### src/design/synctimer_params.svh
// synchronized timer parameters
`ifndef SYNCTIMER_PARAMS_SVH
`define SYNCTIMER_PARAMS_SVH

// widths
`define SYNCTIMER_TIMER_WIDTH 32
`define SYNCTIMER_CYCLE_WIDTH 32
`define SYNCTIMER_ERROR_WIDTH 32

// fixed point fraction bits of the error and of the pulse period
`define SYNCTIMER_ERROR_Q  8
`define SYNCTIMER_ADJUST_Q 8

// low pass filter gains, 1/2^N
`define SYNCTIMER_LPF_GAIN_CYCLE  6
`define SYNCTIMER_LPF_GAIN_PHASE  6
`define SYNCTIMER_LPF_GAIN_PERIOD 6

`endif
### src/design/synctimer_pkg.sv
// synchronized timer types
`include "synctimer_params.svh"

package synctimer_pkg;

    typedef logic [`SYNCTIMER_TIMER_WIDTH-1:0] time_t;
    typedef logic [`SYNCTIMER_CYCLE_WIDTH-1:0] count_t;

    // filtered cycle count, LPF_GAIN_CYCLE fraction bits
    typedef logic [`SYNCTIMER_CYCLE_WIDTH+`SYNCTIMER_LPF_GAIN_CYCLE-1:0] cycle_t;

    typedef logic signed [`SYNCTIMER_ERROR_WIDTH+`SYNCTIMER_ERROR_Q-1:0] error_t;
    typedef logic [`SYNCTIMER_ERROR_WIDTH+`SYNCTIMER_ERROR_Q-1:0] error_mag_t;

    // cycle estimate with error and period fractions
    typedef logic [`SYNCTIMER_CYCLE_WIDTH+`SYNCTIMER_ERROR_Q+`SYNCTIMER_ADJUST_Q-1:0] dividend_t;

    typedef logic [`SYNCTIMER_CYCLE_WIDTH+`SYNCTIMER_ERROR_Q+`SYNCTIMER_ADJUST_Q-1:0] adjust_t;

endpackage

### src/design/adjust_req_if.sv
// adjust request interface
`timescale 1ns/1ps

interface adjust_req_if;

    logic                      req_sign;       // control value negative
    logic                      req_zero;       // control value zero
    synctimer_pkg::error_mag_t req_magnitude;
    synctimer_pkg::cycle_t     req_cycle;      // cycle estimate snapshot
    logic                      req_valid;      // single cycle strobe, no ready

    modport source (
        output req_sign,
        output req_zero,
        output req_magnitude,
        output req_cycle,
        output req_valid
    );

    modport sink (
        input req_sign,
        input req_zero,
        input req_magnitude,
        input req_cycle,
        input req_valid
    );

endinterface

### src/design/synctimer_adjust.sv
// synchronized timer rate adjust
`timescale 1ns/1ps
`include "synctimer_params.svh"

module synctimer_adjust (
    input  logic                                    clk,
    input  logic                                    reset,
    input  synctimer_pkg::time_t                    current_time,
    input  synctimer_pkg::time_t                    correct_time,
    input  logic                                    correct_valid,
    input  logic signed [`SYNCTIMER_ERROR_WIDTH-1:0] adjust_min,
    input  logic signed [`SYNCTIMER_ERROR_WIDTH-1:0] adjust_max,
    output logic                                    adjust_sign,
    output logic                                    adjust_valid,
    input  logic                                    adjust_ready
);

    synctimer_pkg::cycle_t cycle_estimate;

    adjust_req_if req_if ();

    cycle_estimator u_cycle_estimator (
        .clk                  (clk),
        .reset                (reset),
        .correct_valid        (correct_valid),
        .cycle_estimate       (cycle_estimate),
        .cycle_estimate_valid ()
    );

    error_estimator u_error_estimator (
        .clk            (clk),
        .reset          (reset),
        .current_time   (current_time),
        .correct_time   (correct_time),
        .correct_valid  (correct_valid),
        .adjust_min     (adjust_min),
        .adjust_max     (adjust_max),
        .cycle_estimate (cycle_estimate),
        .req            (req_if.source)
    );

    adjust_pulse_gen u_pulse_gen (
        .clk          (clk),
        .reset        (reset),
        .req          (req_if.sink),
        .adjust_sign  (adjust_sign),
        .adjust_valid (adjust_valid),
        .adjust_ready (adjust_ready)
    );

endmodule

### src/design/adjust_pulse_gen.sv
// adjust pulse generator
`timescale 1ns/1ps
`include "synctimer_params.svh"

module adjust_pulse_gen (
    input  logic       clk,
    input  logic       reset,
    adjust_req_if.sink req,
    output logic       adjust_sign,
    output logic       adjust_valid,
    input  logic       adjust_ready
);

    // cycle fraction bits up to error plus period fraction bits
    localparam int CYCLE_SHIFT =
        `SYNCTIMER_ERROR_Q + `SYNCTIMER_ADJUST_Q - `SYNCTIMER_LPF_GAIN_CYCLE;
    localparam synctimer_pkg::adjust_t STEP = synctimer_pkg::adjust_t'(1) << `SYNCTIMER_ADJUST_Q;

    synctimer_pkg::dividend_t div_dividend;
    synctimer_pkg::adjust_t   div_quotient;
    logic                     div_valid;

    logic                   new_pending;   // period waiting for next event
    logic                   new_zero;
    logic                   new_sign;
    synctimer_pkg::adjust_t new_period;

    logic                   cur_zero;
    logic                   cur_sign;
    synctimer_pkg::adjust_t cur_period;
    synctimer_pkg::adjust_t acc_count;
    synctimer_pkg::adjust_t acc_next;
    logic                   acc_event;

    assign div_dividend = synctimer_pkg::dividend_t'(req.req_cycle) << CYCLE_SHIFT;

    divider_multicycle #(
        .DIVIDEND_WIDTH ($bits(synctimer_pkg::dividend_t)),
        .DIVISOR_WIDTH  ($bits(synctimer_pkg::error_mag_t)),
        .QUOTIENT_WIDTH ($bits(synctimer_pkg::adjust_t))
    ) u_divider (
        .clk         (clk),
        .reset       (reset),
        .s_dividend  (div_dividend),
        .s_divisor   (req.req_magnitude),
        .s_valid     (req.req_valid),
        .s_ready     (),
        .m_quotient  (div_quotient),
        .m_remainder (),
        .m_valid     (div_valid)
    );

    // ---------------------------------------------------------------------
    // period register, one step less for the reload cycle
    always_ff @(posedge clk) begin
        if (reset) begin
            new_pending <= 1'b0;
            new_zero    <= 1'b1;
        end else begin
            if (acc_event) begin
                new_pending <= 1'b0;
            end
            if (div_valid) begin
                new_pending <= 1'b1;
                new_zero    <= req.req_zero;
                new_sign    <= req.req_sign;
                if (req.req_zero) begin
                    new_period <= '0;       // events keep running for later updates
                end else begin
                    new_period <= div_quotient - STEP;
                end
            end
        end
    end

    // ---------------------------------------------------------------------
    // fixed point accumulator
    always_ff @(posedge clk) begin
        if (reset) begin
            cur_zero   <= 1'b1;
            cur_period <= '0;
            acc_count  <= '0;
            acc_event  <= 1'b0;
        end else begin
            acc_count <= acc_count + STEP;
            acc_next  <= acc_count - cur_period;     // keeps the remainder
            acc_event <= acc_count >= cur_period;
            if (acc_event) begin
                acc_event <= 1'b0;
                if (new_pending) begin
                    cur_zero   <= new_zero;
                    cur_sign   <= new_sign;
                    cur_period <= new_period;
                    acc_count  <= '0;
                end else begin
                    acc_count <= acc_next;
                end
            end
        end
    end

    // output, held until accepted
    always_ff @(posedge clk) begin
        if (reset) begin
            adjust_valid <= 1'b0;
        end else begin
            if (adjust_ready) begin
                adjust_valid <= 1'b0;
            end
            if (acc_event && !cur_zero) begin
                adjust_valid <= 1'b1;
                adjust_sign  <= cur_sign;      // merges into a pending pulse
            end
        end
    end

endmodule

### src/design/divider_multicycle.sv
// multicycle unsigned divider
`timescale 1ns/1ps

module divider_multicycle #(
    parameter int DIVIDEND_WIDTH = 32,
    parameter int DIVISOR_WIDTH  = 32,
    parameter int QUOTIENT_WIDTH = 32
) (
    input  logic                      clk,
    input  logic                      reset,
    input  logic [DIVIDEND_WIDTH-1:0] s_dividend,
    input  logic [DIVISOR_WIDTH-1:0]  s_divisor,
    input  logic                      s_valid,
    output logic                      s_ready,
    output logic [QUOTIENT_WIDTH-1:0] m_quotient,
    output logic [DIVISOR_WIDTH-1:0]  m_remainder,
    output logic                      m_valid
);

    localparam int SHIFT_WIDTH = DIVISOR_WIDTH + QUOTIENT_WIDTH - 1;
    localparam int WORK_WIDTH  = (DIVIDEND_WIDTH > SHIFT_WIDTH) ? DIVIDEND_WIDTH : SHIFT_WIDTH;
    localparam int STEP_WIDTH  = $clog2(QUOTIENT_WIDTH + 1);

    logic [WORK_WIDTH-1:0] work_rem;    // partial remainder
    logic [WORK_WIDTH-1:0] work_div;    // divisor aligned to current bit
    logic                  work_ge;
    logic [STEP_WIDTH-1:0] step_left;
    logic                  busy;

    assign work_ge     = work_rem >= work_div;
    assign s_ready     = ~busy;
    assign m_remainder = work_rem[DIVISOR_WIDTH-1:0];

    // quotient assumed to fit in QUOTIENT_WIDTH bits
    always_ff @(posedge clk) begin
        if (reset) begin
            busy    <= 1'b0;
            m_valid <= 1'b0;
        end else begin
            m_valid <= 1'b0;
            if (s_valid && !busy) begin
                busy      <= 1'b1;
                step_left <= STEP_WIDTH'(QUOTIENT_WIDTH);
                work_rem  <= WORK_WIDTH'(s_dividend);
                work_div  <= WORK_WIDTH'(s_divisor) << (QUOTIENT_WIDTH - 1);
            end else if (busy) begin
                if (work_ge) begin
                    work_rem <= work_rem - work_div;
                end
                work_div   <= work_div >> 1;
                m_quotient <= {m_quotient[QUOTIENT_WIDTH-2:0], work_ge};  // msb first
                step_left  <= step_left - STEP_WIDTH'(1);
                if (step_left == STEP_WIDTH'(1)) begin
                    busy    <= 1'b0;
                    m_valid <= 1'b1;
                end
            end
        end
    end

endmodule

### src/design/error_estimator.sv
// phase and period error estimator
`timescale 1ns/1ps
`include "synctimer_params.svh"

module error_estimator (
    input  logic                                    clk,
    input  logic                                    reset,
    input  synctimer_pkg::time_t                    current_time,
    input  synctimer_pkg::time_t                    correct_time,
    input  logic                                    correct_valid,
    input  logic signed [`SYNCTIMER_ERROR_WIDTH-1:0] adjust_min,
    input  logic signed [`SYNCTIMER_ERROR_WIDTH-1:0] adjust_max,
    input  synctimer_pkg::cycle_t                   cycle_estimate,
    adjust_req_if.source                            req
);

    typedef logic [6:0] error_stage_t;

    localparam int GAIN_X = `SYNCTIMER_LPF_GAIN_PHASE;
    localparam int GAIN_V = `SYNCTIMER_LPF_GAIN_PERIOD;

    error_stage_t          stage;           // one-hot
    synctimer_pkg::time_t  time_diff;
    synctimer_pkg::error_t limit_min;
    synctimer_pkg::error_t limit_max;

    synctimer_pkg::error_t observe_x;       // phase error
    synctimer_pkg::error_t predict_x;
    logic                  predict_x_en;
    synctimer_pkg::error_t lpf_x;
    logic                  lpf_x_en;
    synctimer_pkg::error_t estimate_x;
    logic                  estimate_x_en;
    synctimer_pkg::error_t estimate_x0;     // previous correction
    logic                  estimate_x0_en;

    synctimer_pkg::error_t observe_v;       // period error
    logic                  observe_v_en;
    synctimer_pkg::error_t lpf_v;
    logic                  lpf_v_en;
    synctimer_pkg::error_t estimate_v;
    logic                  estimate_v_en;
    synctimer_pkg::error_t estimate_v0;
    logic                  estimate_v0_en;

    synctimer_pkg::error_t adjust_total;
    synctimer_pkg::error_t adjust_value;    // control per interval
    synctimer_pkg::error_t clamp_value;

    assign time_diff = correct_time - current_time;
    assign limit_min = synctimer_pkg::error_t'(adjust_min) <<< `SYNCTIMER_ERROR_Q;
    assign limit_max = synctimer_pkg::error_t'(adjust_max) <<< `SYNCTIMER_ERROR_Q;

    // limiter
    always_comb begin
        clamp_value = adjust_total;
        if (adjust_total < limit_min) begin
            clamp_value = limit_min;
        end
        if (adjust_total > limit_max) begin
            clamp_value = limit_max;
        end
    end

    always_ff @(posedge clk) begin
        if (reset) begin
            stage          <= '0;
            predict_x_en   <= 1'b0;
            lpf_x_en       <= 1'b0;
            estimate_x_en  <= 1'b0;
            estimate_x0_en <= 1'b0;
            observe_v_en   <= 1'b0;
            lpf_v_en       <= 1'b0;
            estimate_v_en  <= 1'b0;
            estimate_v0_en <= 1'b0;
            adjust_value   <= '0;
            req.req_valid  <= 1'b0;
        end else begin
            stage <= stage << 1;
            if (correct_valid) begin
                stage[0]       <= 1'b1;
                observe_x      <= synctimer_pkg::error_t'($signed(time_diff)) <<< `SYNCTIMER_ERROR_Q;
                estimate_x0    <= estimate_x;
                estimate_x0_en <= estimate_x_en;
                estimate_v0    <= estimate_v;
                estimate_v0_en <= estimate_v_en;
            end

            // ----------------------------------------------------------------
            // phase
            if (stage[0]) begin
                predict_x    <= estimate_x0 + estimate_v0 - adjust_value;
                predict_x_en <= estimate_x0_en & estimate_v0_en;
            end
            if (stage[1]) begin
                lpf_x    <= predict_x - (predict_x >>> GAIN_X);
                lpf_x_en <= predict_x_en;
            end
            if (stage[2]) begin
                estimate_x    <= lpf_x_en ? lpf_x + (observe_x >>> GAIN_X) : observe_x;
                estimate_x_en <= 1'b1;
            end

            // ----------------------------------------------------------------
            // period
            if (stage[3]) begin
                observe_v    <= estimate_x - (estimate_x0 - adjust_value);
                observe_v_en <= estimate_x_en & estimate_x0_en;
                lpf_v        <= estimate_v0 - (estimate_v0 >>> GAIN_V);
                lpf_v_en     <= estimate_v0_en;
            end
            if (stage[4] && observe_v_en) begin
                estimate_v    <= lpf_v_en ? lpf_v + (observe_v >>> GAIN_V) : observe_v;
                estimate_v_en <= 1'b1;
            end

            // ----------------------------------------------------------------
            // control value and request
            if (stage[5]) begin
                adjust_total <= estimate_x + estimate_v;
            end
            req.req_valid <= 1'b0;
            if (stage[6] && estimate_v_en) begin
                adjust_value <= clamp_value;
                if (estimate_v0_en) begin
                    req.req_valid     <= 1'b1;
                    req.req_sign      <= clamp_value < 0;
                    req.req_zero      <= clamp_value == 0;
                    req.req_magnitude <= (clamp_value < 0) ?
                        synctimer_pkg::error_mag_t'(-clamp_value) :
                        synctimer_pkg::error_mag_t'(clamp_value);
                    req.req_cycle     <= cycle_estimate;
                end
            end
        end
    end

endmodule

### src/design/cycle_estimator.sv
// local cycle estimator
`timescale 1ns/1ps
`include "synctimer_params.svh"

module cycle_estimator (
    input  logic                  clk,
    input  logic                  reset,
    input  logic                  correct_valid,
    output synctimer_pkg::cycle_t cycle_estimate,
    output logic                  cycle_estimate_valid
);

    localparam int GAIN = `SYNCTIMER_LPF_GAIN_CYCLE;

    synctimer_pkg::count_t count_cycle;
    logic                  count_enable;    // first correction seen
    logic                  observe_valid;
    synctimer_pkg::cycle_t cycle_observe;
    synctimer_pkg::cycle_t cycle_lpf;       // estimate * (1 - 1/2^N)

    // cycles since the last correction
    always_ff @(posedge clk) begin
        if (correct_valid) begin
            count_cycle <= synctimer_pkg::count_t'(1);
        end else begin
            count_cycle <= count_cycle + synctimer_pkg::count_t'(1);
        end
    end

    always_ff @(posedge clk) begin
        if (reset) begin
            count_enable         <= 1'b0;
            observe_valid        <= 1'b0;
            cycle_estimate_valid <= 1'b0;
        end else begin
            if (correct_valid) begin
                count_enable <= 1'b1;
            end
            observe_valid <= correct_valid & count_enable;
            if (observe_valid) begin
                cycle_estimate_valid <= 1'b1;
            end
        end
    end

    // observation latch, then blend into the estimate
    always_ff @(posedge clk) begin
        if (correct_valid) begin
            cycle_observe <= synctimer_pkg::cycle_t'(count_cycle) << GAIN;
            cycle_lpf     <= cycle_estimate - (cycle_estimate >> GAIN);
        end
        if (observe_valid) begin
            if (cycle_estimate_valid) begin
                cycle_estimate <= cycle_lpf + (cycle_observe >> GAIN);
            end else begin
                cycle_estimate <= cycle_observe;    // first one unfiltered
            end
        end
    end

endmodule

### config.mk
export PLATFORM = sky130hd
export DESIGN_NAME = synctimer_adjust
export DESIGN_NICKNAME = d
export VERILOG_FILES = /design/src/design/synctimer_pkg.sv /design/src/design/adjust_req_if.sv /design/src/design/synctimer_adjust.sv /design/src/design/adjust_pulse_gen.sv /design/src/design/divider_multicycle.sv /design/src/design/error_estimator.sv /design/src/design/cycle_estimator.sv
export VERILOG_INCLUDE_DIRS = /design/src /design/src/design
export SDC_FILE = /design/constraint.sdc
export NUM_CORES = 2
export LEC_CHECK = 0
export ABC_AREA = 1
export BUFFER_PORTS_ARGS = -buffer_cell sky130_fd_sc_hd__buf_2
export CORE_MARGIN = 5
export CORE_UTILIZATION = 70
export CTS_CLUSTER_DIAMETER = 80
export DETAILED_ROUTE_END_ITERATION = 10
export HOLD_SLACK_MARGIN = 0.02
export PLACE_DENSITY_LB_ADDON = 0.2
export SLEW_MARGIN = 20
export SYNTH_ARGS = -nofsm -noshare
export SYNTH_HDL_FRONTEND = slang
export SYNTH_HIERARCHICAL = 1
export SYNTH_SLANG_ARGS = --single-unit
### constraint.sdc
create_clock -name clk -period 16.8 [get_ports clk]
set_input_delay 0.84 -clock clk [delete_from_list [all_inputs] [get_ports clk]]
set_output_delay 0.84 -clock clk [all_outputs]
set_load 0.1 [all_outputs]
==> qor.txt <==
endpoint type of the worst setup path: flip-flop
FMAX: 0.205 GHz
# nets final: 11500
Sink Count: 1101
gr usage total: 41.3%
largest net degree at the start of global routing: 92
height of the die: 347 um
post-DP HPWL: 199 mm
Worst Tran Pin Value: 1120 ps
YS warnings: 6
RSZ-0062 raised after global routing: false
initial antenna violation count: 9
Hold EP: u_pulse_gen/adjust_valid$_SDFFE_PP0P_
FILL cells: 8237
wire per inst: 21.0 um
Final min period: 4880 ps
Pint: 0.00543 W
Overflow after GRT: 0
Post-DP Area: 0.0820 mm^2
gp weighted congestion: 1.10
Reg2Reg Depth: 18
vias per cell: 6.01
Via Count: 73900
CP arrival: 5330 ps
first-pass GRT wire length: 391 mm
clock buffer depth: 3
Root Driver: clkbuf_16
number of nets still failing antenna checks after routing: 0
DR DRC count: 0
Resized Gates After CTS: 0
Die Span X: 347 um
Clock Power Share: 33.3%
drt pass-1 iters: 8
post-layout util: 76.4%
hold depth: 4
# hold bufs at CTS: 0
final hold violations: 0
H-tree depth: 3
CTS tree: done
max-slew violation count: 0
vias in the first global route: 70700
MaxCap Viol Count: 0
Clock transition at path regs: 70 ps
Pwr Total: 0.00829 W
R2R Setup Slk: 11920 ps
peak fanout along the critical path: 62
Gate power share: 27.4%
worst hold start: adjust_ready
Pwr Density: 96.3 mW/mm^2
VDD IR max: 101 uV
die area: 0.121 mm^2
R2R Path End: u_error_estimator/req.req_magnitude[35]$_DFFE_PP_
WP data required: 17260 ps
worst rel slew slack: 24.9%
status: completed
Setup TNS: 0 ps
Num CTS Buffers: 119
worst flop-to-flop path startpoint: u_error_estimator/adjust_total[39]$_DFFE_PP_
worst skew pair latency: 750 ps
Post-CTS Setup Inserts: 0
Switching Share: 34.5%
Initial Util: 70.7%
Worst Setup Start Kind: flip-flop
leakage: 40.7 nW
Syn Inst Count: 10500
Rows: 123
hold crit path type: input port to flip-flop
Port-buffer cells: 133
Post-Syn Area: 0.0796 mm^2
Setup Skew: 50.4 ps
number of top-level pins: 134
Mean Syn Cell Area: 7.58 um^2
area delta synth->final: 8.15%
routed wire length: 258 mm
post-route design area: 0.0861 mm^2
Tcrit/Tclk final: 29.0%
Flop pwr share: 39.3%
drt initial violations: 9711
# setup viols final: 0
crit path kind: flip-flop to flip-flop
switching power: 0.00286 W
fraction of layout cells with a size suffix above 1: 5.74%
core box area: 0.113 mm^2
power by group through the flow:
| stage | clock network [W] | registers, W | logic (W) |
|---|---|---|---|
| global placement | 0 | 0.00330 | 0.00213 |
| CTS | 0.00277 | 0.00325 | 0.00220 |
| detailed placement | 0 | 0.00331 | 0.00217 |
| floorplan | 0 | 0.00326 | 0.00152 |
| finish | 0.00276 | 0.00326 | 0.00228 |
| global route | 0.00289 | 0.00326 | 0.00246 |
registers in the layout, summed over array words and instances (netlist names), 48 cells and up:
| register | cells |
|---|---|
| u_pulse_gen/acc_count | 48 |
| u_pulse_gen/acc_next | 48 |
| u_pulse_gen/cur_period | 48 |
| u_pulse_gen/new_period | 48 |
| u_pulse_gen/u_divider/m_quotient | 48 |
| u_pulse_gen/u_divider/work_div | 87 |
| u_pulse_gen/u_divider/work_rem | 87 |
placed cells by master, fill, tap and decap left out, drive strengths merged, types with 144 or more instances in the layout:
cell	count
clkbuf	144
xor2	235
edfxtp	907
buf	170
nor2	1066
nand3	407
dfxtp	194
o21ai	495
xnor2	173
ha	572
a21oi	766
nand2	2919
inv	1935
critical path, cell delays in order, from the launching register on:
cell and delay [ps]:
edfxtp_1 430, ha_1 450, nand2_1 130, nor2_2 200
nand4_1 250, nor2_1 150, nand2_1 80, nand4_1 140
nand3_4 640, inv_4 720, nand2_1 120, nand2_1 170
nand2_1 160, nor2_1 170, nand2_1 150, nor2_1 240
nand3_2 150, nand3b_1 110, nand2_1 70
area by class of cell:
class / instances / area (um^2) / area share [%]
multi-input combinational: 7348 / 40800 / 47.3
sequential: 1101 / 31100 / 36.2
inverter: 1936 / 7270 / 8.45
clock buffer: 144 / 3200 / 3.72
tap: 1500 / 1880 / 2.18
timing repair buffer: 170 / 961 / 1.12
clock inverter: 82 / 881 / 1.02
antenna: 4 / 10.0 / 0.0116
worst max-delay path by stage:
stage	startpoint	endpoint	slack, ps	cells past startpoint
after floorplan	reset	u_pulse_gen/u_divider/work_rem[0]$_DFFE_PP_	8920	3
after global placement	adjust_max[31]	u_error_estimator/req.req_magnitude[37]$_DFFE_PP_	11620	20
after detailed placement	adjust_max[31]	u_error_estimator/req.req_magnitude[35]$_DFFE_PP_	11540	20
after CTS	u_error_estimator/adjust_total[39]$_DFFE_PP_	u_error_estimator/req.req_magnitude[35]$_DFFE_PP_	12080	18
after global routing	u_error_estimator/adjust_total[39]$_DFFE_PP_	u_error_estimator/req.req_magnitude[19]$_DFFE_PP_	11670	20
final	u_error_estimator/adjust_total[39]$_DFFE_PP_	u_error_estimator/req.req_magnitude[35]$_DFFE_PP_	11920	18
layer usage:
| layer | share of wire [%] | global-route usage (%) | vias up |
|---|---|---|---|
| met4 | 6.6 | 22.4 | 10 |
| met5 | 0.028 | 0 | - |
| met2 | 45 | 67.3 | 4728 |
| met1 | 36 | 51.9 | 33900 |
| li1 | - | - | 34300 |
| met3 | 12 | 8.46 | 899 |
through the flow:
step | setup WS, ps | hold slack [ps] | cells
floorplan | 8920 | 400 | 10500
global placement | 11620 | 403 | 12100
detailed placement | 11540 | 415 | 12100
CTS | 12080 | 355 | 12300
global route | 11670 | 444 | 12300
finish | 11920 | 392 | 12300
Note: power is estimated with default switching activity, not from simulation.
